[src/design/bfp_sample_pkg.sv]
package bfp_sample_pkg;

    // --------------------
    // Default datapath widths
    // --------------------
    localparam int IW_MAX = 24;
    localparam int OW_MAX = 12;

    // Enough bits for a shift of up to IW_MAX - OW_MAX
    localparam int SHIFT_W = 4;

    // --------------------
    // Sample types
    // --------------------

    // One re or im part at the receiver input
    typedef logic signed [IW_MAX-1:0] sample_t;

    // One re or im part after compression
    typedef logic signed [OW_MAX-1:0] mant_t;

    // OR of magnitude patterns, unsigned
    typedef logic [IW_MAX-1:0] peak_t;

    // Right-shift count for one symbol
    typedef logic [SHIFT_W-1:0] shift_t;

endpackage

[src/design/block_peak_search.sv]
`timescale 1ns/1ns

module block_peak_search
    import bfp_sample_pkg::*;
#(
    parameter int NUM_CH = 4,
    parameter int IW     = IW_MAX
) (
    input  logic                     clk,
    input  logic                     i_reset,
    input  logic                     i_sop,
    input  logic                     i_eop,
    input  logic                     i_vld,
    input  sample_t [NUM_CH-1:0]     i_din_re,
    input  sample_t [NUM_CH-1:0]     i_din_im,
    output peak_t   [NUM_CH-1:0]     o_peak,
    output logic                     o_peak_vld
);

    peak_t [NUM_CH-1:0] acc;
    peak_t [NUM_CH-1:0] acc_next;

    // Absolute value; the most negative input keeps its own pattern
    function automatic peak_t magnitude(input sample_t s);
        return s[IW-1] ? peak_t'(-s) : peak_t'(s);
    endfunction

    // Running OR per channel, restarted by sop
    always_comb begin
        for (int c = 0; c < NUM_CH; c++) begin
            acc_next[c] = (i_sop ? '0 : acc[c])
                        | magnitude(i_din_re[c])
                        | magnitude(i_din_im[c]);
        end
    end

    always_ff @(posedge clk) begin
        if (i_vld) begin
            acc <= acc_next;
        end
        // Last sample of the symbol included in the result
        if (i_vld && i_eop) begin
            o_peak <= acc_next;
        end
    end

    always_ff @(posedge clk) begin
        if (i_reset) begin
            o_peak_vld <= 1'b0;
        end else begin
            o_peak_vld <= i_vld & i_eop;
        end
    end

endmodule

[config.mk]
export PLATFORM = sky130hd
export DESIGN_NAME = block_peak_search
export DESIGN_NICKNAME = d
export VERILOG_FILES = /design/src/design/bfp_sample_pkg.sv /design/src/design/block_peak_search.sv
export SDC_FILE = /design/constraint.sdc
export NUM_CORES = 1
export LEC_CHECK = 0
export ABC_AREA = 1
export BUFFER_PORTS_ARGS = -buffer_cell sky130_fd_sc_hd__buf_2
export CAP_MARGIN = 15
export CORE_AREA = 2 2 175 177
export CTS_CLUSTER_DIAMETER = 60
export CTS_CLUSTER_SIZE = 28
export DETAILED_ROUTE_END_ITERATION = 8
export DIE_AREA = 0 0 177 179
export GPL_ROUTABILITY_DRIVEN = 0
export PLACE_DENSITY = 0.6
export SLEW_MARGIN = 20
export SYNTH_ARGS = -nofsm -noshare
export SYNTH_HDL_FRONTEND = slang
export SYNTH_SLANG_ARGS = --single-unit
[constraint.sdc]
create_clock -name clk -period 3.74 [get_ports clk]
set_input_delay 1.122 -clock clk [delete_from_list [all_inputs] [get_ports clk]]
set_output_delay 1.122 -clock clk [all_outputs]
set_load 0.1 [all_outputs]
Yosys cells after proc, flatten, opt, wreduce, memory -nomap -nowiden. Index checks and enable logic that the tools add are counted.

Input bits: 197. Bits in registers: 193. Output and inout bits: 97.

Reduce and logical (&&, ||, !) cells: 1. Muxes and demuxes: 12. Bitwise logic cells: 9. Add/sub/neg operators: 8.

Operator list (count): $mux 24 (12); $neg 24->24 (8); $or 24x24->24 (8); $and 1x1->1 (1); $logic_and 1x1->1 (1).

Longest topological paths before layout.
Depth after elaboration: 4. Depth in mapped cells: 11. Depth with buffers taken out: 11.

Worst setup path after synthesis. Ideal clock, no wire load.

Path kind: input port to flip-flop. Start: input i_vld. End: register o_peak[0] (netlist bit) (enable). Path slack: 0.250 ns. Required time: 3.290 ns. Path buffers: 0. Arrival: 3.041 ns. Stages: 2. Cell sequence: nand2_1 > inv_1.

Longest elaborated chain between the ends: 1.

Ends and longest elaborated chain: start, declared (RTL line block_peak_search.sv:13) `input logic i_vld,`; $logic_and 1x1->1 (RTL line block_peak_search.sv:42) `if (i_vld && i_eop) begin`; end signal, assigned (RTL line block_peak_search.sv:43) `o_peak <= acc_next;`; end, declared (RTL line block_peak_search.sv:16) `output peak_t [NUM_CH-1:0] o_peak,`.

Every way passes these cells. A chain may end at the register's enable or synchronous reset.

Worst setup path in the final report.
Start: register o_peak[6] (netlist bit). End: output o_peak[6] (netlist bit).

No word-level cell between the ends.

==> results_dict.tcl <==
set metrics [dict create \
    outcome "complete, no violations" \
    h-tree-depth 4 \
    synthArstFlopShare_pct 0 \
    final_nets 1999 \
    fin_crit_ns 2.39 \
    clockBufferDepth 2 \
    antenna_left 0 \
    crit_arrival_ns 1.27 \
    dpl-instance-area_um2 13900 \
    synthesis.nets 1712 \
    post-route-period-util_pct 63.9 \
    wirelength_um 34800 \
    synth_seq_cells 193 \
    syn_area_um2 12000 \
    cp_cell_sequence "buf_2" \
    postCtsSetupBuffers 0 \
    critPathLaunch "o_peak[6]" \
    endpoint "o_peak[6]" \
    hold_viol 0 \
    final_cell_mix "nand2_1, buf_2, nor2_1" \
    final_common_cell "nand2_1" \
    antenna_found_initial 0 \
    max_freq_mhz 418 \
    ios 294 \
    cts_sinks 193 \
    crit_fanout 1 \
    place_worst_setup_slack_ns 0.949 \
    cp_slowest_cell "buf_2" \
    rsz0062_at_grt "no" \
    power.density_nw_per_um2 380 \
    ir_drop_v 0.000230 \
    endpoint_kind "output pin" \
    start_util_pct 40.0 \
    drv_slew 0 \
    area_delta_synth_final_pct 20.4 \
    tightest_slew_ns 0.630 \
    grt_pass1_vias 10366 \
    wl_per_cell_um 15.8 \
    clk_latency_ns 0.43 \
    slew_headroom_pct 58.0 \
    fillers 3017 \
    rr_startpoint "acc[25]" \
    synth_edf_count 192 \
    leakagePower_nw 6.22 \
    grt_start_max_net_pins 97 \
    drt_first_pass_iters 5 \
    via_count 11282 \
    port_buffers 293 \
    synth_ff_type "edfxtp_1" \
    dieArea_um2 31700 \
    max_stage_delay_ns 0.44 \
    core_area_um2 30000 \
    ys_seq_area_share_pct 48.1 \
    n_antenna_cell 0 \
    tritoncts "built" \
    avgSynthCellArea_um2 7.97 \
    cts_resized 0 \
    skew_ns 0.00993 \
    r2r_slack_ns 2.58 \
    drive_gt1_share_pct 20.7 \
    cp.depth 1 \
    crit_type "flip-flop to output pin" \
    cp-start-kind "flip-flop" \
    drv_cap 0 \
    fin_area_um2 14500 \
    whs_ns 0.562 \
    drcViolationCount 0 \
    r2r_end "acc[25]" \
    r2r.worst_path.cells 2 \
    core.rowCount 64 \
    dieWidth_um 177 \
    path_buf_inv 1 \
    required_ns 2.62 \
    finalSetupTns_ns 0 \
    numCtsBuffers 17 \
    crit_family "buffers and inverters" \
    cts.hold.buffers_added 0 \
    grt_usage_pct 22.0 \
    clkTransAtPathRegs_ns 0.08 \
    drt_iter0_drc 919 \
    die_y_um 179 \
    yosysWarnings 0 \
    hp-class "flip-flop to flip-flop" \
    setup_violations 0 \
    yosys.cell_types.count 52 \
    hpwlAfterDp_um 26600 \
    clock-root-buffer "clkbuf_16" \
    postSynthCellCount 1507 \
    post_drt_via_cell_ratio 5.12 \
    gr-total-overflow 0 \
    grt_pass1_wl_um 54500 \
    fin_ws_ns 1.35 \
]
cells in the mapped netlist, drive strengths merged, types with 2 or more instances:
cell | count | area share [%]
a21boi | 12 | 0.75
a21oi | 43 | 1.8
a221oi | 3 | 0.22
a22oi | 5 | 0.31
and2 | 3 | 0.16
buf | 26 | 1.2
clkbuf | 3 | 0.094
clkinv | 3 | 0.094
edfxtp | 192 | 48
ha | 8 | 0.83
inv | 156 | 4.9
nand2 | 426 | 14
nand3 | 183 | 7.7
nand3b | 13 | 0.81
nand4 | 35 | 1.9
nor2 | 216 | 7.3
nor3 | 9 | 0.37
nor4 | 2 | 0.10
o211ai | 11 | 0.69
o21a | 6 | 0.37
o21ai | 76 | 3.4
or2 | 7 | 0.39
xnor2 | 19 | 1.4
xor2 | 41 | 3.0
cell families (layout without fill, tap and decap cells):
logic type	count (synthesis)	count (layout)	share of synthesized area (%)
XOR/XNOR	60	60	4.37
AO/OA/AOI/OAI	163	163	8.03
buffers and inverters	188	488	6.23
flip-flops	193	193	48.1
AND/OR/NAND/NOR	895	895	32.4
adder cells (fa/ha/maj)	8	8	0.833
registers in the layout, indices dropped and copies added, names as in the netlist:
signal      flops
acc            96
o_peak         96
o_peak_vld      1
per-layer routing:
layer	up-vias	global-route usage (%)	wire (um)
met3	41	3.37	2230
met4	0	6.68	639
met5	-	0	0
li1	5646	-	-
met1	5186	31.2	16000
met2	409	34.8	15900
through the flow:
step | power, mW | instances | utilization (%)
floorplan | 3.39 | 1507 | -
global placement | 3.77 | 2171 | 46.3
detailed placement | 3.78 | 2171 | 46.3
CTS | 5.53 | 2203 | 48.2
global route | 5.75 | 2203 | 48.2
finish | 5.50 | 2203 | 48.2
area by class of cell:
type / count / area, um^2 / share of cell area (%)
repair buffers: 297 / 1550 / 10.7
inverters: 159 / 599 / 4.14
clock inverters: 15 / 128 / 0.882
clock buffers: 17 / 425 / 2.94
flip-flops and latches: 193 / 5790 / 40.0
multi-input cells: 1126 / 5480 / 37.9
well taps: 396 / 495 / 3.43
report_power, final:
part           switching, mW  internal, mW  leakage [nW]
Combinational          0.877         0.313          4.31
Sequential            0.0283          2.51          1.64
Clock                  0.895         0.873         0.266
Total                   1.80          3.70          6.22
worst min path at each step:
stage	cells after the start	slack (ns)	startpoint	endpoint
global placement	2	0.53	acc[0]	acc[0]
global route	2	0.59	acc[76]	o_peak[76]
CTS	2	0.56	acc[72]	o_peak[72]
finish	2	0.56	acc[76]	o_peak[76]
floorplan	2	0.51	acc[30]	acc[30]
detailed placement	2	0.55	acc[72]	acc[72]
(Power assumes the default switching activity.)
