--- src/design/bfp_sample_pkg.sv ---
package bfp_sample_pkg;

    // --------------------
    // Default datapath widths
    // --------------------
    localparam int IW_MAX = 24;
    localparam int OW_MAX = 12;

    // Enough bits for a shift of up to IW_MAX - OW_MAX
    localparam int SHIFT_W = 4;

    // --------------------
    // Sample types
    // --------------------

    // One re or im part at the receiver input
    typedef logic signed [IW_MAX-1:0] sample_t;

    // One re or im part after compression
    typedef logic signed [OW_MAX-1:0] mant_t;

    // OR of magnitude patterns, unsigned
    typedef logic [IW_MAX-1:0] peak_t;

    // Right-shift count for one symbol
    typedef logic [SHIFT_W-1:0] shift_t;

endpackage

--- src/design/mantissa_shift.sv ---
`timescale 1ns/1ns

module mantissa_shift
    import bfp_sample_pkg::*;
#(
    parameter int NUM_CH = 4,
    parameter int IW     = IW_MAX,
    parameter int OW     = OW_MAX
) (
    input  logic                    clk,
    input  logic                    i_reset,
    input  logic                    i_sop,
    input  sample_t [NUM_CH-1:0]    i_din_re,
    input  sample_t [NUM_CH-1:0]    i_din_im,
    input  shift_t                  i_shift,
    output mant_t   [NUM_CH-1:0]    o_dout_re,
    output mant_t   [NUM_CH-1:0]    o_dout_im,
    output shift_t                  o_shift
);

    shift_t               cur_shift;
    logic signed [IW-1:0] sh_re [NUM_CH];
    logic signed [IW-1:0] sh_im [NUM_CH];

    // New shift applies from the first sample of the symbol
    always_comb begin
        cur_shift = i_sop ? i_shift : o_shift;
        for (int c = 0; c < NUM_CH; c++) begin
            sh_re[c] = $signed(i_din_re[c]) >>> cur_shift;
            sh_im[c] = $signed(i_din_im[c]) >>> cur_shift;
        end
    end

    // --------------------
    // Output registers
    // --------------------

    // o_shift doubles as the held shift for the symbol
    always_ff @(posedge clk) begin
        if (i_reset) begin
            o_shift <= '0;
        end else begin
            o_shift <= cur_shift;
        end
    end

    // Truncate to the low OW bits
    always_ff @(posedge clk) begin
        for (int c = 0; c < NUM_CH; c++) begin
            o_dout_re[c] <= mant_t'(sh_re[c][OW-1:0]);
            o_dout_im[c] <= mant_t'(sh_im[c][OW-1:0]);
        end
    end

endmodule

--- config.mk ---
export PLATFORM = sky130hd
export DESIGN_NAME = mantissa_shift
export DESIGN_NICKNAME = d
export VERILOG_FILES = /design/src/design/bfp_sample_pkg.sv /design/src/design/mantissa_shift.sv
export SDC_FILE = /design/constraint.sdc
export NUM_CORES = 1
export LEC_CHECK = 0
export BUFFER_PORTS_ARGS = -buffer_cell sky130_fd_sc_hd__buf_2
export CELL_PAD_IN_SITES_DETAIL_PLACEMENT = 1
export CELL_PAD_IN_SITES_GLOBAL_PLACEMENT = 2
export CORE_MARGIN = 2
export CORE_UTILIZATION = 34
export DETAILED_ROUTE_END_ITERATION = 16
export GPL_ROUTABILITY_DRIVEN = 0
export GPL_TIMING_DRIVEN = 0
export HOLD_SLACK_MARGIN = 0.02
export PLACE_DENSITY_LB_ADDON = 0.1
export SYNTH_ARGS = -nofsm -noshare
export SYNTH_HDL_FRONTEND = slang
export SYNTH_SLANG_ARGS = --single-unit
--- constraint.sdc ---
create_clock -name clk -period 3.1 [get_ports clk]
set_clock_uncertainty 0.2 [all_clocks]
set_input_delay 0.155 -clock clk [delete_from_list [all_inputs] [get_ports clk]]
set_output_delay 0.155 -clock clk [all_outputs]
set_load 0.02 [all_outputs]
# --- Word-level counts from Yosys, hierarchy flattened ---
# Index checks and enable logic that the tools add are counted.
classes:
  n_shift: 8
  muxes: 1
op_table:
  columns: ["cell", "n"]
  rows:
  - ["$sshr 24x4->12", 8]
  - ["$mux 4", 1]
totals:
  word_cells: 18
  output_inout_bits: 100
  ff_bits: 100

# --- Depth between registers and ports, before layout ---
# Gate-level depths: netlist of the first run.
depth:
  depth_word: 2
  ltp_mapped: 8
  ltp_nobuf: 4

# --- Least setup slack after synthesis of the first run ---
# Ideal clock, no wire load.
synth_path:
  kind: "register to register"
  from: "register o_shift[0]"
  to: "register o_dout_im[20] (netlist bit)"
  setup_ns: 0.139
  slack_ns: 0.726
  stages_incl_launch_ff: 8
  n_path_buf: 3
  arrival_time_ns: 2.035
  required_time_ns: 2.761
  cell_sequence: "dfxtp_1 -> mux2_4 -> buf_6 -> buf_6 -> clkbuf_1 -> mux2_2 -> a222oi_1 -> mux2i_1"
synth_rtl:
  columns: ["element", "line", "source"]
  rows:
  - ["start: declaration", "mantissa_shift.sv:18", "output shift_t o_shift"]
  - ["start signal: assignment", "mantissa_shift.sv:43", "o_shift <= cur_shift;"]
  - ["end signal: indexed assignment", "mantissa_shift.sv:51", "o_dout_im[c] <= mant_t'(sh_im[c][OW-1:0]);"]
  - ["end: declaration", "mantissa_shift.sv:17", "output mant_t [NUM_CH-1:0] o_dout_im,"]

==> results of run 1 <==
[layout by cell type (no fill, tap or decap), types with 9 or more instances in the layout]
master,instances
nor2_1,34
dfxtp_1,100
a221o_1,32
buf_2,336
a221oi_1,16
mux2_2,35
clkbuf_1,34
a21oi_1,24
mux2i_1,171
mux4_2,160
o22ai_1,16
nand2_1,43
buf_6,9
a22o_1,32
o211ai_1,16
clkbuf_16,9
[critical path, delay by kind of cell (launching register included)]
family          cells  cell delay, ps
compound gates      1             330
flops               1             340
mux                 2             560
buf+inv             3             690
simple gates        1             890
[through the flow]
stage	setup TNS [ps]	setup WS (ps)	power, mW
final	-5.637	-5.637	5.854
after global placement	-6959	-499.2	4.473
after global routing	0	53.40	6.040
after floorplan	0	725.7	3.369
after detailed placement	-62.20	-36.39	4.491
after CTS	0	47.08	5.800
[flip-flops by register name (all words and copies together) (netlist names)]
name / count
o_shift: 4
o_dout_im: 48
o_dout_re: 48
[metal layers]
layer,vias up,global-route usage [%],share of wire (%)
met5,-,0,0
met4,0,16.32,4.7
met3,159,7.922,11
met2,847,55.79,46
met1,5342,44.29,38
li1,4122,-,-
[path summary, 6_finish.rpt]
check / to / depth (start not counted) / slack (ps) / startpoint
setup / recovery: o_dout_im[44]$_DFF_P_ / 7 / -6 / o_shift[1]$_SDFF_PP0_
hold / removal: o_dout_re[35]$_DFF_P_ / 3 / 50 / i_din_re[71]
setup reg to reg: o_dout_im[44]$_DFF_P_ / 7 / -6 / o_shift[1]$_SDFF_PP0_
hold reg to reg: o_dout_im[46]$_DFF_P_ / 4 / 880 / o_shift[1]$_SDFF_PP0_
[logic make-up after synthesis]
family,count (synthesis),share of synthesized area [%]
AOI/OAI and AO/OA,176,14.04
buffers and inverters,94,4.912
DFF,100,20.05
muxes,368,57.43
and+or+nand+nor,89,3.571
[final cells by class]
cell class              count  area, um2  area share [%]
diodes                      1      2.502         0.02026
plain buffers              93      493.0           3.991
clock buffers               9      225.2           1.824
clock inverters             7      98.84          0.8003
multi-input cells         633       7496           60.69
flip-flops and latches    100       2002           16.21
well taps                 384      480.5           3.890
repair buffers            304       1553           12.57
[what timing repair did]
item	in CTS	in global routing
hold buffers	5	0
endpoints found under the setup margin	0	4
endpoints found under the hold margin	8	0
resized for setup	0	2
[power by group through the flow]
stage                     Combinational (mW)  Sequential, mW  Clock [mW]
after global placement                  2.84            1.63           0
after global routing                    3.04            1.64        1.36
after floorplan                         1.40            1.97           0
after CTS                               2.87            1.61        1.31
final                                   2.94            1.61        1.30
after detailed placement                2.85            1.64           0
==> out/qor.csv, run 1 <==
metric,value,unit
run status,"finished, violations left",
failing checks,negative setup slack,
Die Wd,175.4,um
CTS tree,built,
root buf cell,clkbuf_16,
CP Data Required Time,3180,ps
Clock Latency Late Sink,360,ps
Comb power frac,50.2,%
Final WS setup,-5.637,ps
synth unique cells,28,
Setup Viol. Count Final,1,
Max-Slew Margin vs Limit,12.09,%
final net count,1340,
via count,10470,
HPWL Detailed,39.73,mm
Post-Synthesis Cells,827,
"Seq/Total Area, Yosys",20.05,%
Area growth syn-to-layout,23.70,%
crit end category,flop,
post-synth top area cell,mux4_2,
Int Pwr,3.423,mW
RSZ-0062 raised after global routing,false,
syn nets,1026,
Synth Area per Inst,12.07,um2
die area,30750,um2
Net Sw Frac,41.53,%
Setup Buffers After CTS,0,
drt first pass iters,8,
height of the die,175.4,um
slowest CP cell,nor2_1,
drt total wl,54.46,mm
Worst Setup Start Kind,flop,
crit path DAT,3190,ps
WL/cell,35.57,um
Worst Hold Slack,52.29,ps
Final Cell Area,12350,um2
Yosys Warn Count,0,
top-count cell post-synth,mux2i_1,
PortBufs,298,
final worst path period need,3106,ps
fin cells,1531,
async set-reset flop share out of synthesis,0,%
"Cell Area, Placed",11970,um2
post-route clock period utilization,100.2,%
all-layer global routing usage,34.70,%
1st-iter DRT viols,1355,
slew at the pin closest to its max-slew limit,1316,ps
Placed Cells,1510,
Final Hold Viols,0,
# DRC,0,
Synth top area share,36.09,%
Leak,5.033,nW
top post-synthesis cells by area,"mux4_2 (36%), dfxtp_1 (20%), mux2i_1 (17%)",
sw power,2.431,mW
Pins Over Slew Limit,0,
Worst path max stage delay,890,ps
number of enable flip-flop cells after synthesis,0,
clk sinks,100,
Final ANT Viol Nets,0,
clock tree buffer depth,2,
share of cells above drive strength 1,49.48,%
most frequent CP cell,buf_4,
clock share of power,22.3,%
first-pass GRT wire length,75.80,mm
register share of total power,27.5,%
f_max,0.3220,GHz
fill cell count,3265,
"FF+latch count, synth",100,
Post-Syn Area,9985,um2
WS Path Type,reg2reg,
most frequent cells after synthesis,"mux2i_1 (172), mux4_2 (160), dfxtp_1 (100)",
Synth Flop Type,dfxtp_1,
CP Max Fanout,10,
initial antenna violation count,0,
Max IR drop VDD,267.5,uV
pwr dens,474.0,nW/um2
initial core utilization,34.69,%
# IOs,299,
total core area,28780,um2
Worst Hold Class,in2reg,
Worst-path clk slew,80,ps
GRT overflow,0,
fin util,42.91,%
largest net degree at the start of global routing,18,
worst-path cell chain,mux2_2 -> buf_2 -> buf_4 -> buf_4 -> nor2_1 -> a222oi_1 -> mux2i_1,
max-cap violations,0,
vias in the first global route,10630,
via/cell ratio,6.839,
CTS buffer count,9,
# H-tree levels,3,
# rows,62,
(Power assumes the default switching activity.)
==> inputs of run 2 (changes only) <==
CORE_UTILIZATION = 37   (was 34)
clock period = 3.92 ns   (was 3.1 ns; I/O delays follow)
==> run 2 against run 1 <==
Clock power is 24% lower. First-iteration DRC count is 7.8% higher. Highest routed layer is now met5. Via count is 0.87% higher. Critical path depth stayed put. Wire length is 1.5% lower. Flip-flop and latch count stayed put. Critical endpoint is now o_dout_re[44]$_DFF_P_. The run ends with max-capacitance violations left. Global-route usage is 2.5 points higher.
==> out/qor.csv, run 2 (synthesized netlist as in run 1, its figures left out) <==
metric,value,unit
run status,"finished, violations left",
failing checks,max-capacitance violations,
fin cells,1490,
HPWL Detailed,38.48,mm
CTS tree,built,
CP Data Required Time,3950,ps
Final ANT Viol Nets,0,
Leak,5.027,nW
via count,10560,
WL/cell,36.00,um
# H-tree levels,3,
Pins Over Slew Limit,0,
height of the die,168.3,um
final net count,1342,
largest net degree at the start of global routing,17,
CTS resizes,0,
Max IR drop VDD,181.5,uV
f_max,0.3171,GHz
Worst-path clk slew,80,ps
root buf cell,clkbuf_16,
WS Path Type,reg2reg,
max-cap violations,1,
PortBufs,298,
final worst path period need,3154,ps
RSZ-0062 raised after global routing,false,
Final Hold Viols,0,
fill cell count,3028,
all-layer global routing usage,37.21,%
setup TNS,0,ps
CTS buffer count,9,
# DRC,0,
total core area,26730,um2
Die Wd,168.3,um
crit end category,flop,
die area,28310,um2
most frequent cells in the layout,"buf_2 (336), mux2i_1 (171), mux4_2 (160)",
clock tree buffer depth,2,
Max-Slew Margin vs Limit,0.1508,%
clk sinks,100,
initial antenna violation count,2,
Setup Viol. Count Final,0,
fin util,45.98,%
crit path DAT,3180,ps
via/cell ratio,7.088,
Worst Hold Class,in2reg,
# rows,60,
1st-iter DRT viols,1461,
first-pass GRT wire length,75.02,mm
"commonest non-fill, non-tap cell in the layout",buf_2,
initial core utilization,37.36,%
Worst Hold Slack,56.92,ps
vias in the first global route,10790,
# IOs,299,
post-route clock period utilization,80.45,%
pwr dens,372.0,nW/um2
Worst Setup Start Kind,flop,
CP Max Fanout,10,
GRT overflow,0,
largest registers,"o_dout_im x48, o_dout_re x48, o_shift x4",
drt total wl,53.65,mm
share of cells above drive strength 1,49.39,%
Clock Latency Late Sink,380,ps
Area growth syn-to-layout,23.07,%
slew at the pin closest to its max-slew limit,1486,ps
drt first pass iters,5,
Placed Cells,1467,
[run 2: per-stage QoR]
step / power, mW / instance area (um2) / setup slack, ps
floorplan: 2.665 / 9985 / 1546
global placement: 3.517 / 11900 / 353.6
detailed placement: 3.540 / 11920 / 704.2
CTS: 4.533 / 12280 / 859.6
global route: 4.715 / 12290 / 744.1
finish: 4.571 / 12290 / 766.2
[run 2: repair_timing]
| action | in CTS | in global routing |
|---|---|---|
| hold buffers | 6 | 0 |
| endpoints found under the hold margin | 9 | 0 |
| buffers inserted | 0 | 0 |
[run 2: area by class of cell]
| class | count | area (um2) | area share (%) |
|---|---|---|---|
| repair buffers | 305 | 1563 | 12.72 |
| diodes | 1 | 2.502 | 0.02036 |
| plain buffers | 94 | 490.5 | 3.991 |
| multi-input cells | 633 | 7501 | 61.04 |
| clock inverters | 5 | 60.06 | 0.4888 |
| flip-flops and latches | 100 | 2002 | 16.29 |
| clock buffers | 11 | 242.7 | 1.975 |
| well taps | 341 | 426.7 | 3.472 |
[run 2: worst max-delay path, cell delays in order (launching register included)]
cell and delay [ps]:
dfxtp_1 420, mux2_4 260, buf_6 160, buf_6 210, clkbuf_1 660, mux2_2 410
a222oi_1 530, mux2i_1 150
[run 2: final timing paths]
kind | depth (start not counted) | from | slack, ps | endpoint
hold reg to reg | 4 | o_shift[1]$_SDFF_PP0_ | 940 | o_dout_im[34]$_DFF_P_
hold / removal | 3 | i_din_re[47] | 60 | o_dout_re[23]$_DFF_P_
setup / recovery | 7 | o_shift[0]$_SDFF_PP0_ | 770 | o_dout_re[44]$_DFF_P_
setup reg to reg | 7 | o_shift[0]$_SDFF_PP0_ | 770 | o_dout_re[44]$_DFF_P_
[run 2: layer usage]
metal  vias up  track usage, %  part of all wire, %
met1      5324           46.64                   37
met2       910           58.10                   45
met4         2           20.73                  6.1
li1       4139               -                    -
met3       186           10.34                   13
met5         -               0                0.035
[run 2: power by group]
group          switching (mW)  internal, mW  total, mW  leakage [nW]
clock network           0.465         0.517      0.982         0.146
registers              0.0535          1.22       1.27         0.842
logic                    1.39         0.925       2.32          4.04
total                    1.91          2.66       4.57          5.03
==> inputs of run 3 (changes only) <==
CORE_UTILIZATION = 34   (was 37)
clock period = 3.2 ns   (was 3.92 ns; I/O delays follow)
==> run 3 against run 2 <==
The flow now finishes without violations. Register-to-register slack worse by 700 ps. Wire length up 1.7%. Worst hold slack got worse by 15 ps. Core utilization is 3.1 points lower. Die area grew 8.6%. Maximum frequency is 0.78% higher. Critical path type unchanged. Critical endpoint is now o_dout_im[32]$_DFF_P_. Highest routed layer is now met4.
==> out/qor.csv, run 3 (synthesized netlist as in run 1, its figures left out) <==
metric,value,unit
1st-iter DRT viols,1529,
most frequent cells in the layout,"buf_2 (336), mux2i_1 (171), mux4_2 (160)",
# DRC,0,
vias in the first global route,10630,
"commonest non-fill, non-tap cell in the layout",buf_2,
CP Data Required Time,3190,ps
all-layer global routing usage,34.70,%
initial core utilization,34.69,%
f_max,0.3195,GHz
final net count,1341,
Pins Over Slew Limit,0,
grt met1 use,44.29,%
crit end category,flop,
crit path DAT,3120,ps
via/cell ratio,6.825,
root buf cell,clkbuf_16,
Area growth syn-to-layout,23.65,%
WHS Endpoint,o_dout_re[35]$_DFF_P_,
fin cells,1531,
PortBufs,298,
Hold Crit Depth,3,
# rows,62,
drt total wl,54.55,mm
total core area,28780,um2
GRT overflow,0,
Clock Latency Late Sink,370,ps
WS Path Type,reg2reg,
Setup Viol. Count Final,0,
RSZ-0062 raised after global routing,false,
fin util,42.90,%
HPWL Detailed,39.73,mm
Setup Buffers After CTS,0,
clk sinks,100,
reg-to-reg startpoint,o_shift[0]$_SDFF_PP0_,
Die Wd,175.4,um
Worst-path clk slew,70,ps
CTS tree,built,
height of the die,175.4,um
# IOs,299,
Reg-to-Reg End,o_dout_im[32]$_DFF_P_,
run status,"complete, no violations",
# H-tree levels,3,
Max-Slew Margin vs Limit,7.912,%
Max IR drop VDD,254.7,uV
Worst Setup Start Kind,flop,
slew at the pin closest to its max-slew limit,1378,ps
Tot Pwr,5.675,mW
CP Max Fanout,10,
max-cap violations,0,
pwr dens,459.7,nW/um2
Placed Cells,1510,
FF-to-FF path depth,7,
CTS buffer count,9,
die area,30750,um2
Final Hold Viols,0,
reg-to-reg setup timing slack,70,ps
n_diodes,0,
largest registers,"o_dout_im x48, o_dout_re x48, o_shift x4",
clock tree buffer depth,2,
Leak,5.031,nW
busiest layer in global routing,met2,
met2 Track Usage GR,55.79,%
Final ANT Viol Nets,0,
post-route clock period utilization,97.80,%
final worst path period need,3129,ps
first-pass GRT wire length,75.80,mm
WL/cell,35.63,um
HP Start,i_din_re[71],
share of cells above drive strength 1,49.43,%
Worst Hold Class,in2reg,
drt first pass iters,10,
Worst Hold Slack,42.32,ps
via count,10450,
met3 Resource Use GR,7.922,%
largest net degree at the start of global routing,18,
initial antenna violation count,0,
==> run 3: how the worst max path moves through the flow <==
stage / end / startpoint
floorplan: o_dout_im[20]$_DFF_P_ / o_shift[0]$_SDFF_PP0_
global placement: o_dout_im[13]$_DFF_P_ / i_sop
detailed placement: o_dout_im[13]$_DFF_P_ / i_sop
CTS: o_dout_im[32]$_DFF_P_ / o_shift[0]$_SDFF_PP0_
global route: o_dout_re[44]$_DFF_P_ / o_shift[0]$_SDFF_PP0_
finish: o_dout_im[32]$_DFF_P_ / o_shift[0]$_SDFF_PP0_
==> run 3: repair_timing <==
| action | 4_1_cts | 5_1_grt |
|---|---|---|
| resized for setup | 0 | 0 |
| hold buffers | 5 | 0 |
| hold endpoints to repair | 8 | 0 |
==> run 3: final cells by class <==
cell class / count / area, um2
timing repair buffer: 304 / 1553
clock inverter: 7 / 98.84
multi-input combinational: 633 / 7496
fill: 3267 / 16430
buffer: 94 / 490.5
clock buffer: 9 / 225.2
tap: 384 / 480.5
sequential: 100 / 2002
==> run 3: power by group <==
group / internal (mW) / leakage, nW / switching [mW] / total (mW)
clock network: 0.691 / 0.156 / 0.574 / 1.27
logic: 1.13 / 4.03 / 1.72 / 2.85
registers: 1.49 / 0.842 / 0.0661 / 1.56
==> run 3: critical path: stages, from the launching register on <==
cell      delay, ps
dfxtp_1         410
mux2_4          250
buf_6           160
buf_6           210
clkbuf_1        690
mux2_2          410
a222oi_1        430
mux2i_1         180
==> run 3: metal layers <==
layer / wire [um] / vias to the layer above
met5: 0 / -
met4: 2641 / 0
met3: 5863 / 180
met2: 24960 / 857
met1: 21080 / 5280
li1: - / 4132
==> run 3: stage by stage <==
step           worst slack (ps)  setup TNS, ps  cell area [um2]
2_1_floorplan             825.7              0             9985
3_3_place_gp             -404.2          -5154            11960
3_5_place_dp              58.61              0            11970
4_1_cts                   147.1              0            12350
5_1_grt                   64.40              0            12350
6_report                  70.53              0            12350
