### src/design/bfp_sample_pkg.sv
package bfp_sample_pkg;

    // --------------------
    // Default datapath widths
    // --------------------
    localparam int IW_MAX = 24;
    localparam int OW_MAX = 12;

    // Enough bits for a shift of up to IW_MAX - OW_MAX
    localparam int SHIFT_W = 4;

    // --------------------
    // Sample types
    // --------------------

    // One re or im part at the receiver input
    typedef logic signed [IW_MAX-1:0] sample_t;

    // One re or im part after compression
    typedef logic signed [OW_MAX-1:0] mant_t;

    // OR of magnitude patterns, unsigned
    typedef logic [IW_MAX-1:0] peak_t;

    // Right-shift count for one symbol
    typedef logic [SHIFT_W-1:0] shift_t;

endpackage

### src/design/exponent_select.sv
`timescale 1ns/1ns

module exponent_select
    import bfp_sample_pkg::*;
#(
    parameter int NUM_CH = 4,
    parameter int IW     = IW_MAX,
    parameter int OW     = OW_MAX
) (
    input  logic                 clk,
    input  logic                 i_reset,
    input  peak_t [NUM_CH-1:0]   i_peak,
    input  logic                 i_peak_vld,
    output shift_t               o_shift,
    output logic                 o_shift_vld
);

    // Channels split into two groups for the first OR stage
    localparam int HALF = (NUM_CH + 1) / 2;

    peak_t  or_lo;
    peak_t  or_hi;
    peak_t  lo_q;
    peak_t  hi_q;
    peak_t  merged_q;
    logic   vld_d1;
    logic   vld_d2;
    shift_t shift_next;

    // --------------------
    // OR tree
    // --------------------
    always_comb begin
        or_lo = '0;
        or_hi = '0;
        for (int c = 0; c < NUM_CH; c++) begin
            if (c < HALF) begin
                or_lo = or_lo | i_peak[c];
            end else begin
                or_hi = or_hi | i_peak[c];
            end
        end
    end

    always_ff @(posedge clk) begin
        lo_q     <= or_lo;
        hi_q     <= or_hi;
        merged_q <= lo_q | hi_q;
    end

    // --------------------
    // Leading-one encoder
    // --------------------

    // Smallest shift leaving the peak below 2**(OW-1); saturates at IW-OW
    always_comb begin
        shift_next = shift_t'(IW - OW);
        for (int s = IW - OW; s >= 0; s--) begin
            if ((merged_q >> (s + OW - 1)) == '0) begin
                shift_next = shift_t'(s);
            end
        end
    end

    always_ff @(posedge clk) begin
        if (i_reset) begin
            vld_d1      <= 1'b0;
            vld_d2      <= 1'b0;
            o_shift_vld <= 1'b0;
            o_shift     <= '0;
        end else begin
            vld_d1      <= i_peak_vld;
            vld_d2      <= vld_d1;
            o_shift_vld <= vld_d2;
            // Held until the next symbol's result
            if (vld_d2) begin
                o_shift <= shift_next;
            end
        end
    end

endmodule

### config.mk
export PLATFORM = sky130hd
export DESIGN_NAME = exponent_select
export DESIGN_NICKNAME = d
export VERILOG_FILES = /design/src/design/bfp_sample_pkg.sv /design/src/design/exponent_select.sv
export SDC_FILE = /design/constraint.sdc
export NUM_CORES = 1
export LEC_CHECK = 0
export ABC_AREA = 1
export ABC_CLOCK_PERIOD_IN_PS = 3900
export BUFFER_PORTS_ARGS = -buffer_cell sky130_fd_sc_hd__buf_2
export CAP_MARGIN = 5
export CORE_MARGIN = 10
export CORE_UTILIZATION = 42
export DETAILED_ROUTE_END_ITERATION = 10
export PLACE_DENSITY = 0.9
export SYNTH_ARGS = -nofsm -noshare
export SYNTH_HDL_FRONTEND = slang
export SYNTH_SLANG_ARGS = --single-unit
### constraint.sdc
create_clock -name clk -period 3.9 [get_ports clk]
set_clock_uncertainty 0.05 [all_clocks]
set_input_delay 0.195 -clock clk [delete_from_list [all_inputs] [get_ports clk]]
set_output_delay 0.195 -clock clk [all_outputs]
set_load 0.1 [all_outputs]
# ---- Word level (Yosys, flattened, before mapping)
# Cells that the tools add are included.
# Widths: inputs -> output; s select.
dict set report op_classes {
  n_mux 12
  n_bitwise 3
  n_reduce_logical 12
}
# operator count
set op_table {}
lappend op_table {{$logic_not 24->1} 12}
lappend op_table {{$or 24x24->24} 3}
lappend op_table {{$mux 4} 8}
lappend op_table {{$mux 3} 4}
dict set report totals {
  register_bits 79
  in_bits 99
  output_inout_bits 5
  word_cells 34
}

# ---- Longest topological paths before layout
# Gate-level depths: netlist of run 1.
dict set report depth {
  word_depth 13
  ltp_mapped 11
  depth_no_buf 11
}

# ---- Worst setup path after synthesis of run 1
# No wires, ideal clock.
dict set report synth_timing {
  path_type {register -> register}
  startpoint {register o_shift[0] (netlist name)}
  endpoint {register o_shift[0]}
  setup_time_ns 0.070
  t_arrival_ns 1.178
  t_required_ns 3.780
  setup_slack_ns 2.602
  stages_incl_launch_ff 3
  n_path_buf 0
  period_less_slack_ns 1.298
  path_cell_list {dfxtp_1 -> nand2_1 -> a21oi_1}
}
# element line
set synth_lines {}
lappend synth_lines {{end signal: assignment} exponent_select.sv:77} ;# o_shift <= shift_next;
lappend synth_lines {{end: declaration} exponent_select.sv:14} ;# output shift_t o_shift,

# ---- Worst setup path in the final report of run 1
dict set report layout_timing {
  startpoint {input port i_peak[64] (netlist name)}
  endpoint {register hi_q[16]}
}
dict set report layout_between {
  elab_chain_len 1
}
# element line
set layout_rtl {}
lappend layout_rtl {{start: declaration} exponent_select.sv:12} ;# input peak_t [NUM_CH-1:0] i_peak,
lappend layout_rtl {{$or 24x24->24} exponent_select.sv:40} ;# or_hi = or_hi | i_peak[c];
lappend layout_rtl {{net or_hi[16]} exponent_select.sv:22} ;# peak_t or_hi;
lappend layout_rtl {{end signal: assignment} exponent_select.sv:47} ;# hi_q <= or_hi;
lappend layout_rtl {{end: declaration} exponent_select.sv:24} ;# peak_t hi_q;
# The timed path passes the listed nets, and every way through them passes these cells.
# A chain may end at the register's enable or synchronous reset.

==> reports/results.ini, run 1 <==
[run_status]
outcome=completed

[clock_network]
path_clk_slew_ns=0.12
clk_path_buf_depth=2
clock_sinks=46
cts_resized=0
insertion_delay_ns=0.33
htree_levels=2
cts_root_buf=clkbuf_4
cts_tree=yes
cts_buffers=5
postCtsSetupBuffers=0

[power_and_ir_drop]
cellPowerDensity_nw_per_um2=363
clkPwrFrac_pct=31.4
finalPower_w=0.000867
switching_share_pct=20.5
pwr-share-seq_pct=57.2
p_comb_share_pct=11.5
peakVddDrop_mv=0.272
p_leak_nw=1.07
internal-power_w=0.000690
p_sw_w=0.000178

[floorplan]
io_pins=104
die_x_um=78.3
die_h_um=78.3
initial_utilization_pct=43.0
dieArea_sq_um=6120
rows=21
core_sq_um=3310

[hold_path]
hold_path_end=vld_d1
hold_start=i_reset
hold_path.class=input port to register
min_path_cells=2

[setup_path]
critPathLaunchType=input port
crit_top_cell=dlygate4sd3_1
cp-end-kind=register
crit_slowest_cell=dlygate4sd3_1
slowest_delay_ns=0.57
path_max_fanout=1
reg2reg_slack_ns=2.58
worstSetupPathType=input port to register
crit_chain=dlygate4sd3_1, buf_2, or2_2, dlygate4sd3_1
critPathRequiredTime_ns=4.08
r2r_cells=9
arrival_ns=1.73
r2r_end=o_shift[0]
reg2reg_from=merged_q[19]

[timing]
maxSlewHeadroom_pct=67.5
fin_crit_sh_pct=39.8
rsz0062_at_grt=no
hold_violations=0
fin_crit_ns=1.55
max_freq_mhz=644
setup_tns_ns=0
setup_viol=0
slew_viol_final=0
tightest_slew_ns=0.490

[synthesis]
yosysUniqueCellTypes=18
synthAdderAreaFrac_pct=0
synth.area.top_cells=dfxtp_1, or2_2, nand2_1
synth.cell_area_sq_um=1430
synth_compound_gate_area_share_pct=2.81
ys_seq_area_share_pct=64.6
syn_nets=240
ys_warn_count=0
synth-simple-area-share_pct=29.9
avgSynthCellArea_sq_um=10.1
post-synth-top-area-cell=dfxtp_1
netlist_instances=141
synth-xor-area-share_pct=0
yosys.area.top_type_share_pct=64.6
synth_top_family_by_area=simple AND/OR/NAND/NOR gates
yosys_register_bits=46
muxShareOfSynthArea_pct=0

[global_routing]
grt_max_degree=15
globalRoute.totalOverflow=0
first_global_vias=1443
antenna_found_initial=0
grt_pass1_wl_um=6370
gr-usage-all-layers_pct=13.0

[cells_and_area]
drive_gt1_share_pct=43.3
fin_area_sq_um=2390
layout.nets=359
n_antenna_cell=0
syn2layout_area_growth_pct=67.4
fillers=229

[route]
ant_nets=0
drt-wirelength-per-cell_um=12.4
wl_um=3800
drc=0
avgViaCountPerCell=4.12
vias=1265
dr.pass1.iters=5
drtIter0Drc=24

[placed_design]
dpl_cell_area_sq_um=1780
hpwl_um=2100
io_buffers=59
gp_congestion=0.731

[job]
drv_cap=0

cell usage after synthesis, drive strengths merged:
library cell / count
nand2: 16
or2: 41
a21boi: 1
nand3: 5
and2: 1
nor2: 15
dfxtp: 46
a21oi: 4
o211ai: 1
o21ai: 1
inv: 10
registers in the layout (all words and copies together) (netlist names):
name         cells
o_shift          4
lo_q            13
vld_d2           1
o_shift_vld      1
merged_q        13
hi_q            13
vld_d1           1
kinds of logic after synthesis:
logic type,count (synthesis)
AO/OA/AOI/OAI,7
buffers and inverters,10
flip-flops,46
AND/OR/NAND/NOR,78
power groups by stage:
stage               Sequential, W  Combinational (W)  Clock, W
floorplan                0.000514          0.0000172         0
global placement         0.000505          0.0000529         0
detailed placement       0.000506          0.0000547         0
CTS                      0.000495          0.0000944  0.000276
global route             0.000498           0.000108  0.000297
finish                   0.000496          0.0000996  0.000272
layout by cell type, fill, tap and decap left out:
| master | instances |
|---|---|
| clkbuf_4 | 5 |
| nand3_2 | 1 |
| or2_0 | 1 |
| or2_4 | 1 |
| buf_2 | 59 |
| nor2_4 | 1 |
| nand2_2 | 1 |
| o211ai_1 | 1 |
| and2_1 | 1 |
| nor2_2 | 2 |
| dfxtp_1 | 46 |
| a21boi_0 | 1 |
| o21ai_0 | 1 |
| nand2_1 | 15 |
| clkinv_2 | 2 |
| dlygate4sd3_1 | 53 |
| or2_2 | 39 |
| inv_1 | 9 |
| bufinv_16 | 1 |
| nand3_1 | 4 |
| a21oi_1 | 4 |
| inv_2 | 1 |
| nor2_1 | 12 |
per-layer routing:
layer	track usage [%]	vias to the layer above	part of all wire, %
met5	0	-	0
met1	10.7	558	33
met4	3.94	0	1.3
met3	4.56	4	5.0
met2	27.2	37	60
li1	-	666	-
worst max-delay path: cells and delay by family:
kind	cells	cell delay, ns
buf+inv	3	1.26
simple gates	1	0.28
worst max-delay path by stage:
stage                  from    endpoint  cells after the start  slack, ns
6_report         i_peak[64]    hi_q[16]                      4       2.35
5_1_grt          i_peak[64]    hi_q[16]                      4       2.36
4_1_cts          i_peak[84]    hi_q[12]                      4       2.42
3_5_place_dp   merged_q[19]  o_shift[0]                      9       2.61
3_3_place_gp   merged_q[19]  o_shift[0]                      9       2.62
2_1_floorplan    o_shift[0]  o_shift[0]                      2       2.60
metrics by stage:
stage               util (%)  setup WS, ns  instances  hold WS [ns]
global route            72.1          2.36        307        0.0128
finish                  72.1          2.35        307        0.0395
detailed placement      53.7          2.61        246         0.329
CTS                     72.1          2.42        307        0.0234
global placement        53.7          2.62        246         0.329
floorplan                  -          2.60        141         0.214
cell type report:
| class | count | area [sq um] | share of cell area [%] |
|---|---|---|---|
| Clock buffer | 5 | 37.5 | 1.57 |
| Multi-Input combinational cell | 85 | 467 | 19.6 |
| Inverter | 10 | 37.5 | 1.57 |
| Sequential cell | 46 | 921 | 38.6 |
| Clock inverter | 3 | 40.0 | 1.68 |
| Timing Repair Buffer | 112 | 826 | 34.6 |
| Tap cell | 46 | 57.6 | 2.41 |
repair_timing:
item / 4_1_cts / 5_1_grt
setup endpoints to repair: 0 / 0
hold endpoints to repair: 27 / 0
hold buffers: 53 / 0
No activity file was read; power rests on OpenSTA's default activity.
==> inputs of run 2 (changes only) <==
ABC_CLOCK_PERIOD_IN_PS = 1360   (was 3900)
CORE_UTILIZATION = 35   (was 42)
PLACE_DENSITY = 0.81   (was 0.9)
clock period = 1.36 ns   (was 3.9 ns; I/O delays follow)
==> run 2 against run 1 <==
  * Utilization is 10 points lower
  * Clock power grew to 2.9 times the previous value
  * First-iteration DRC count rose by 63%
  * Final cell count grew 2.3%
  * Non-clock buffer count grew 5
  * Critical endpoint is now o_shift[0]
==> reports/results.ini, run 2 (synthesis gave the netlist of run 1 again) <==
[run_status]
outcome=completed

[setup_path]
r2r_cells=8
cp-end-kind=register
r2r_end=o_shift[0]
reg2reg_slack_ns=0.05
critPathLaunchType=register
worstSetupPathType=register to register
crit_slowest_cell=dfxtp_2
reg2reg_from=merged_q[15]
crit_top_cell=nand2_1
path_max_fanout=4
path_delay_family=simple AND/OR/NAND/NOR gates
critPathRequiredTime_ns=1.49
path_buf_inv=0
slowest_delay_ns=0.32
crit_chain=or2_4, nor2_4, nand2_2, or2_0, nand2_1, nand2_1, nand2_1, a21oi_1
arrival_ns=1.44

[clock_network]
cts_tree=yes
cts_buffers=5
path_clk_slew_ns=0.07
clk_path_buf_depth=2
insertion_delay_ns=0.28
cts_root_buf=clkbuf_8
htree_levels=2
clock_sinks=46

[placed_design]
io_buffers=59
hpwl_um=2050
dpl_cell_area_sq_um=1780
placed_cells=250
gp_congestion=0.740

[cells_and_area]
finalNonFillerCells=314
syn2layout_area_growth_pct=72.8
fin_area_sq_um=2460
fillers=321
n_antenna_cell=0
layout_commonest_cell=buf_2
drive_gt1_share_pct=45.5
layout.nets=364
final_cell_mix=buf_2, dlygate4sd3_1, dfxtp_1
top_regs=hi_q x13, lo_q x13, merged_q x13

[hold_path]
hold_start=lo_q[16]
hold_path_end=merged_q[16]
hold_path.class=register to register
min_path_cells=1

[route]
avgViaCountPerCell=4.02
ant_nets=0
wl_um=3610
drt-wirelength-per-cell_um=11.5
dr.pass1.iters=4
drc=0
vias=1263
drtIter0Drc=39

[timing]
slew_viol_final=0
maxSlewHeadroom_pct=67.3
max_freq_mhz=765
hold_violations=0
rsz0062_at_grt=yes
fin_crit_sh_pct=96.2
fin_crit_ns=1.31
whs_ns=0.357
tightest_slew_ns=0.493
setup_viol=0

[global_routing]
grt_pass1_wl_um=6110
grt_max_degree=13
first_global_vias=1388
gr-usage-all-layers_pct=10.8
globalRoute.totalOverflow=0
antenna_found_initial=0

[job]
drv_cap=0

[power_and_ir_drop]
p_leak_nw=1.13
finalPower_w=0.00248
peakVddDrop_mv=0.703
cellPowerDensity_nw_per_um2=1010

[floorplan]
rows=23
core_sq_um=3970
initial_utilization_pct=35.9
die_h_um=83.8
die_x_um=83.8
io_pins=104
dieArea_sq_um=7020

==> run 2: how the worst max path moves through the flow <==
stage,start,endpoint,slack (ns),depth (start not counted)
after floorplan,o_shift[0],o_shift[0],0.06,2
after global placement,merged_q[15],o_shift[0],0.07,8
after detailed placement,merged_q[19],o_shift[0],0.03,9
after CTS,merged_q[19],o_shift[0],0.02,9
after global routing,merged_q[15],o_shift[0],-0.04,8
final,merged_q[15],o_shift[0],0.05,8
==> run 2: where the power goes <==
| part | leakage (nW) | total (W) | switching, W | internal [W] |
|---|---|---|---|---|
| registers | 0.379 | 0.00142 | 0.0000168 | 0.00140 |
| clock network | 0.0431 | 0.000778 | 0.000386 | 0.000391 |
| logic | 0.707 | 0.000284 | 0.0000884 | 0.000195 |
==> run 2: per-stage QoR <==
stage | setup WS (ns) | utilization (%) | TNS, ns
after floorplan | 0.0618 | - | 0
after global placement | 0.0748 | 44.9 | 0
after detailed placement | 0.0319 | 44.9 | 0
after CTS | 0.0196 | 60.8 | 0
after global routing | -0.0407 | 62.0 | -0.0407
final | 0.0522 | 62.0 | 0
==> run 2: metal layers <==
metal	vias up	track usage, %	part of all wire [%]
li1	675	-	-
met1	539	8.92	35
met2	42	20.6	55
met3	7	5.37	8.2
met4	0	4.72	2.3
met5	-	0	0
==> run 2: cell type report <==
| class | count | area, sq um | area share, % |
|---|---|---|---|
| Clock buffer | 6 | 82.6 | 3.35 |
| Inverter | 10 | 37.5 | 1.52 |
| Multi-Input combinational cell | 85 | 484 | 19.7 |
| Sequential cell | 46 | 927 | 37.7 |
| Tap cell | 50 | 62.6 | 2.54 |
| Timing Repair Buffer | 117 | 868 | 35.3 |
==> run 2: timing repair <==
| action | 4_1_cts | 5_1_grt |
|---|---|---|
| setup endpoints to repair | 0 | 1 |
| hold buffers | 55 | 0 |
| hold endpoints to repair | 33 | 0 |
| buffers inserted | 0 | 3 |
| gates resized for setup | 0 | 9 |
==> inputs of run 3 (changes only) <==
ABC_CLOCK_PERIOD_IN_PS = 1700   (was 1360)
CORE_UTILIZATION = 42   (was 35)
PLACE_DENSITY = 0.9   (was 0.81)
clock period = 1.7 ns   (was 1.36 ns; I/O delays follow)
==> run 3 against run 2 <==
  * Clock-buffer cell count fell by 1
  * Setup slack improved by 0.21 ns
  * Total power fell by 20%
  * Final cell count fell by 1.6%
  * Register-to-register slack improved by 0.34 ns
  * Via count rose by 0.32%
  * First-iteration DRC count fell by 23%
  * Hold slack improved by 0.011 ns
  * Largest power group unchanged
==> reports/results.ini, run 3 (synthesis gave the netlist of run 1 again) <==
[timing]
tightest_slew_ns=0.490
setup_tns_ns=0
hold_violations=0
slew_viol_final=0
max_freq_mhz=694
rsz0062_at_grt=no
layout_setup_ws_ns=0.258
setup_viol=0
whs_ns=0.368
fin_crit_sh_pct=84.8
maxSlewHeadroom_pct=67.5
fin_crit_ns=1.44

[clock_network]
clock_sinks=46
htree_levels=2
cts_resized=0
cts_root_buf=clkbuf_4
path_clk_slew_ns=0.12
clk_path_buf_depth=2
cts_tree=yes
insertion_delay_ns=0.33
cts_buffers=5

[cells_and_area]
fillers=227
syn2layout_area_growth_pct=68.8
n_antenna_cell=0
drive_gt1_share_pct=43.0
layout.nets=361
final_cell_mix=buf_2, dlygate4sd3_1, dfxtp_1
layout_commonest_cell=buf_2
multi_input_area_sq_um=467
seqCellArea_sq_um=921
top_regs=hi_q x13, lo_q x13, merged_q x13
final_util_pct=72.7

[setup_path]
reg2reg_from=merged_q[19]
cp-end-kind=register
path_max_fanout=1
worstSetupPathType=input port to register
critPathRequiredTime_ns=1.88
arrival_ns=1.62
critPathLaunchType=input port
startpoint=i_peak[64]

[route]
wl_um=3810
drtIter0Drc=30
drt-wirelength-per-cell_um=12.3
avgViaCountPerCell=4.10
vias=1267
dr.pass1.iters=4
drc=0
ant_nets=0

[power_and_ir_drop]
finalPower_w=0.00199
peakVddDrop_mv=0.626
cellPowerDensity_nw_per_um2=829
p_leak_nw=1.08

[floorplan]
initial_utilization_pct=43.0
die_h_um=78.3
io_pins=104
core_sq_um=3310
rows=21
dieArea_sq_um=6120
die_x_um=78.3

[global_routing]
globalRoute.totalOverflow=0
antenna_found_initial=0
gr-usage-all-layers_pct=13.0
first_global_vias=1452
grt_pass1_wl_um=6410
grt_max_degree=15

[run_status]
outcome=completed

[placed_design]
io_buffers=59
gp_congestion=0.731
place_ws_ns=0.406
hpwl_um=2100

[hold_path]
hold_path.class=register to register
hold_start=vld_d1

[job]
drv_cap=0

[run 3: path summary, 6_finish.rpt]
path                 to  slack (ns)  cells after the start
min              vld_d2        0.37                      2
max            hi_q[16]        0.26                      4
max reg2reg  o_shift[0]        0.39                      9
min reg2reg      vld_d2        0.37                      2
[run 3: critical path, cell delays in order]
cell and delay [ns]:
dlygate4sd3_1 0.55, buf_2 0.14, or2_2 0.28, dlygate4sd3_1 0.57
[run 3: area by class of cell]
class | count | area share [%]
Inverter | 10 | 1.56
Multi-Input combinational cell | 85 | 19.4
Tap cell | 46 | 2.39
Clock buffer | 5 | 1.56
Sequential cell | 46 | 38.3
Timing Repair Buffer | 114 | 35.2
Clock inverter | 3 | 1.66
[run 3: layer usage]
layer,GRT usage (%),wire [um],up-vias
li1,-,-,670
met1,10.9,1280,558
met2,27.2,2290,35
met3,4.56,189,4
met4,3.94,51,0
met5,0,0,-
[run 3: stage by stage]
step / std cells / instance area (sq um)
global placement: 246 / 1780
global route: 309 / 2410
finish: 309 / 2410
detailed placement: 246 / 1780
floorplan: 141 / 1430
CTS: 309 / 2410
[run 3: where the power goes]
group,internal [W],switching (W),total [W]
clock,0.000305,0.000321,0.000626
combinational,0.000157,0.0000754,0.000232
sequential,0.00112,0.0000136,0.00114
total,0.00159,0.000410,0.00199
[run 3: timing repair]
item,CTS,global route
setup endpoints to repair,0,0
hold buffers,55,0
hold endpoints to repair,33,0
setup buffers,0,0
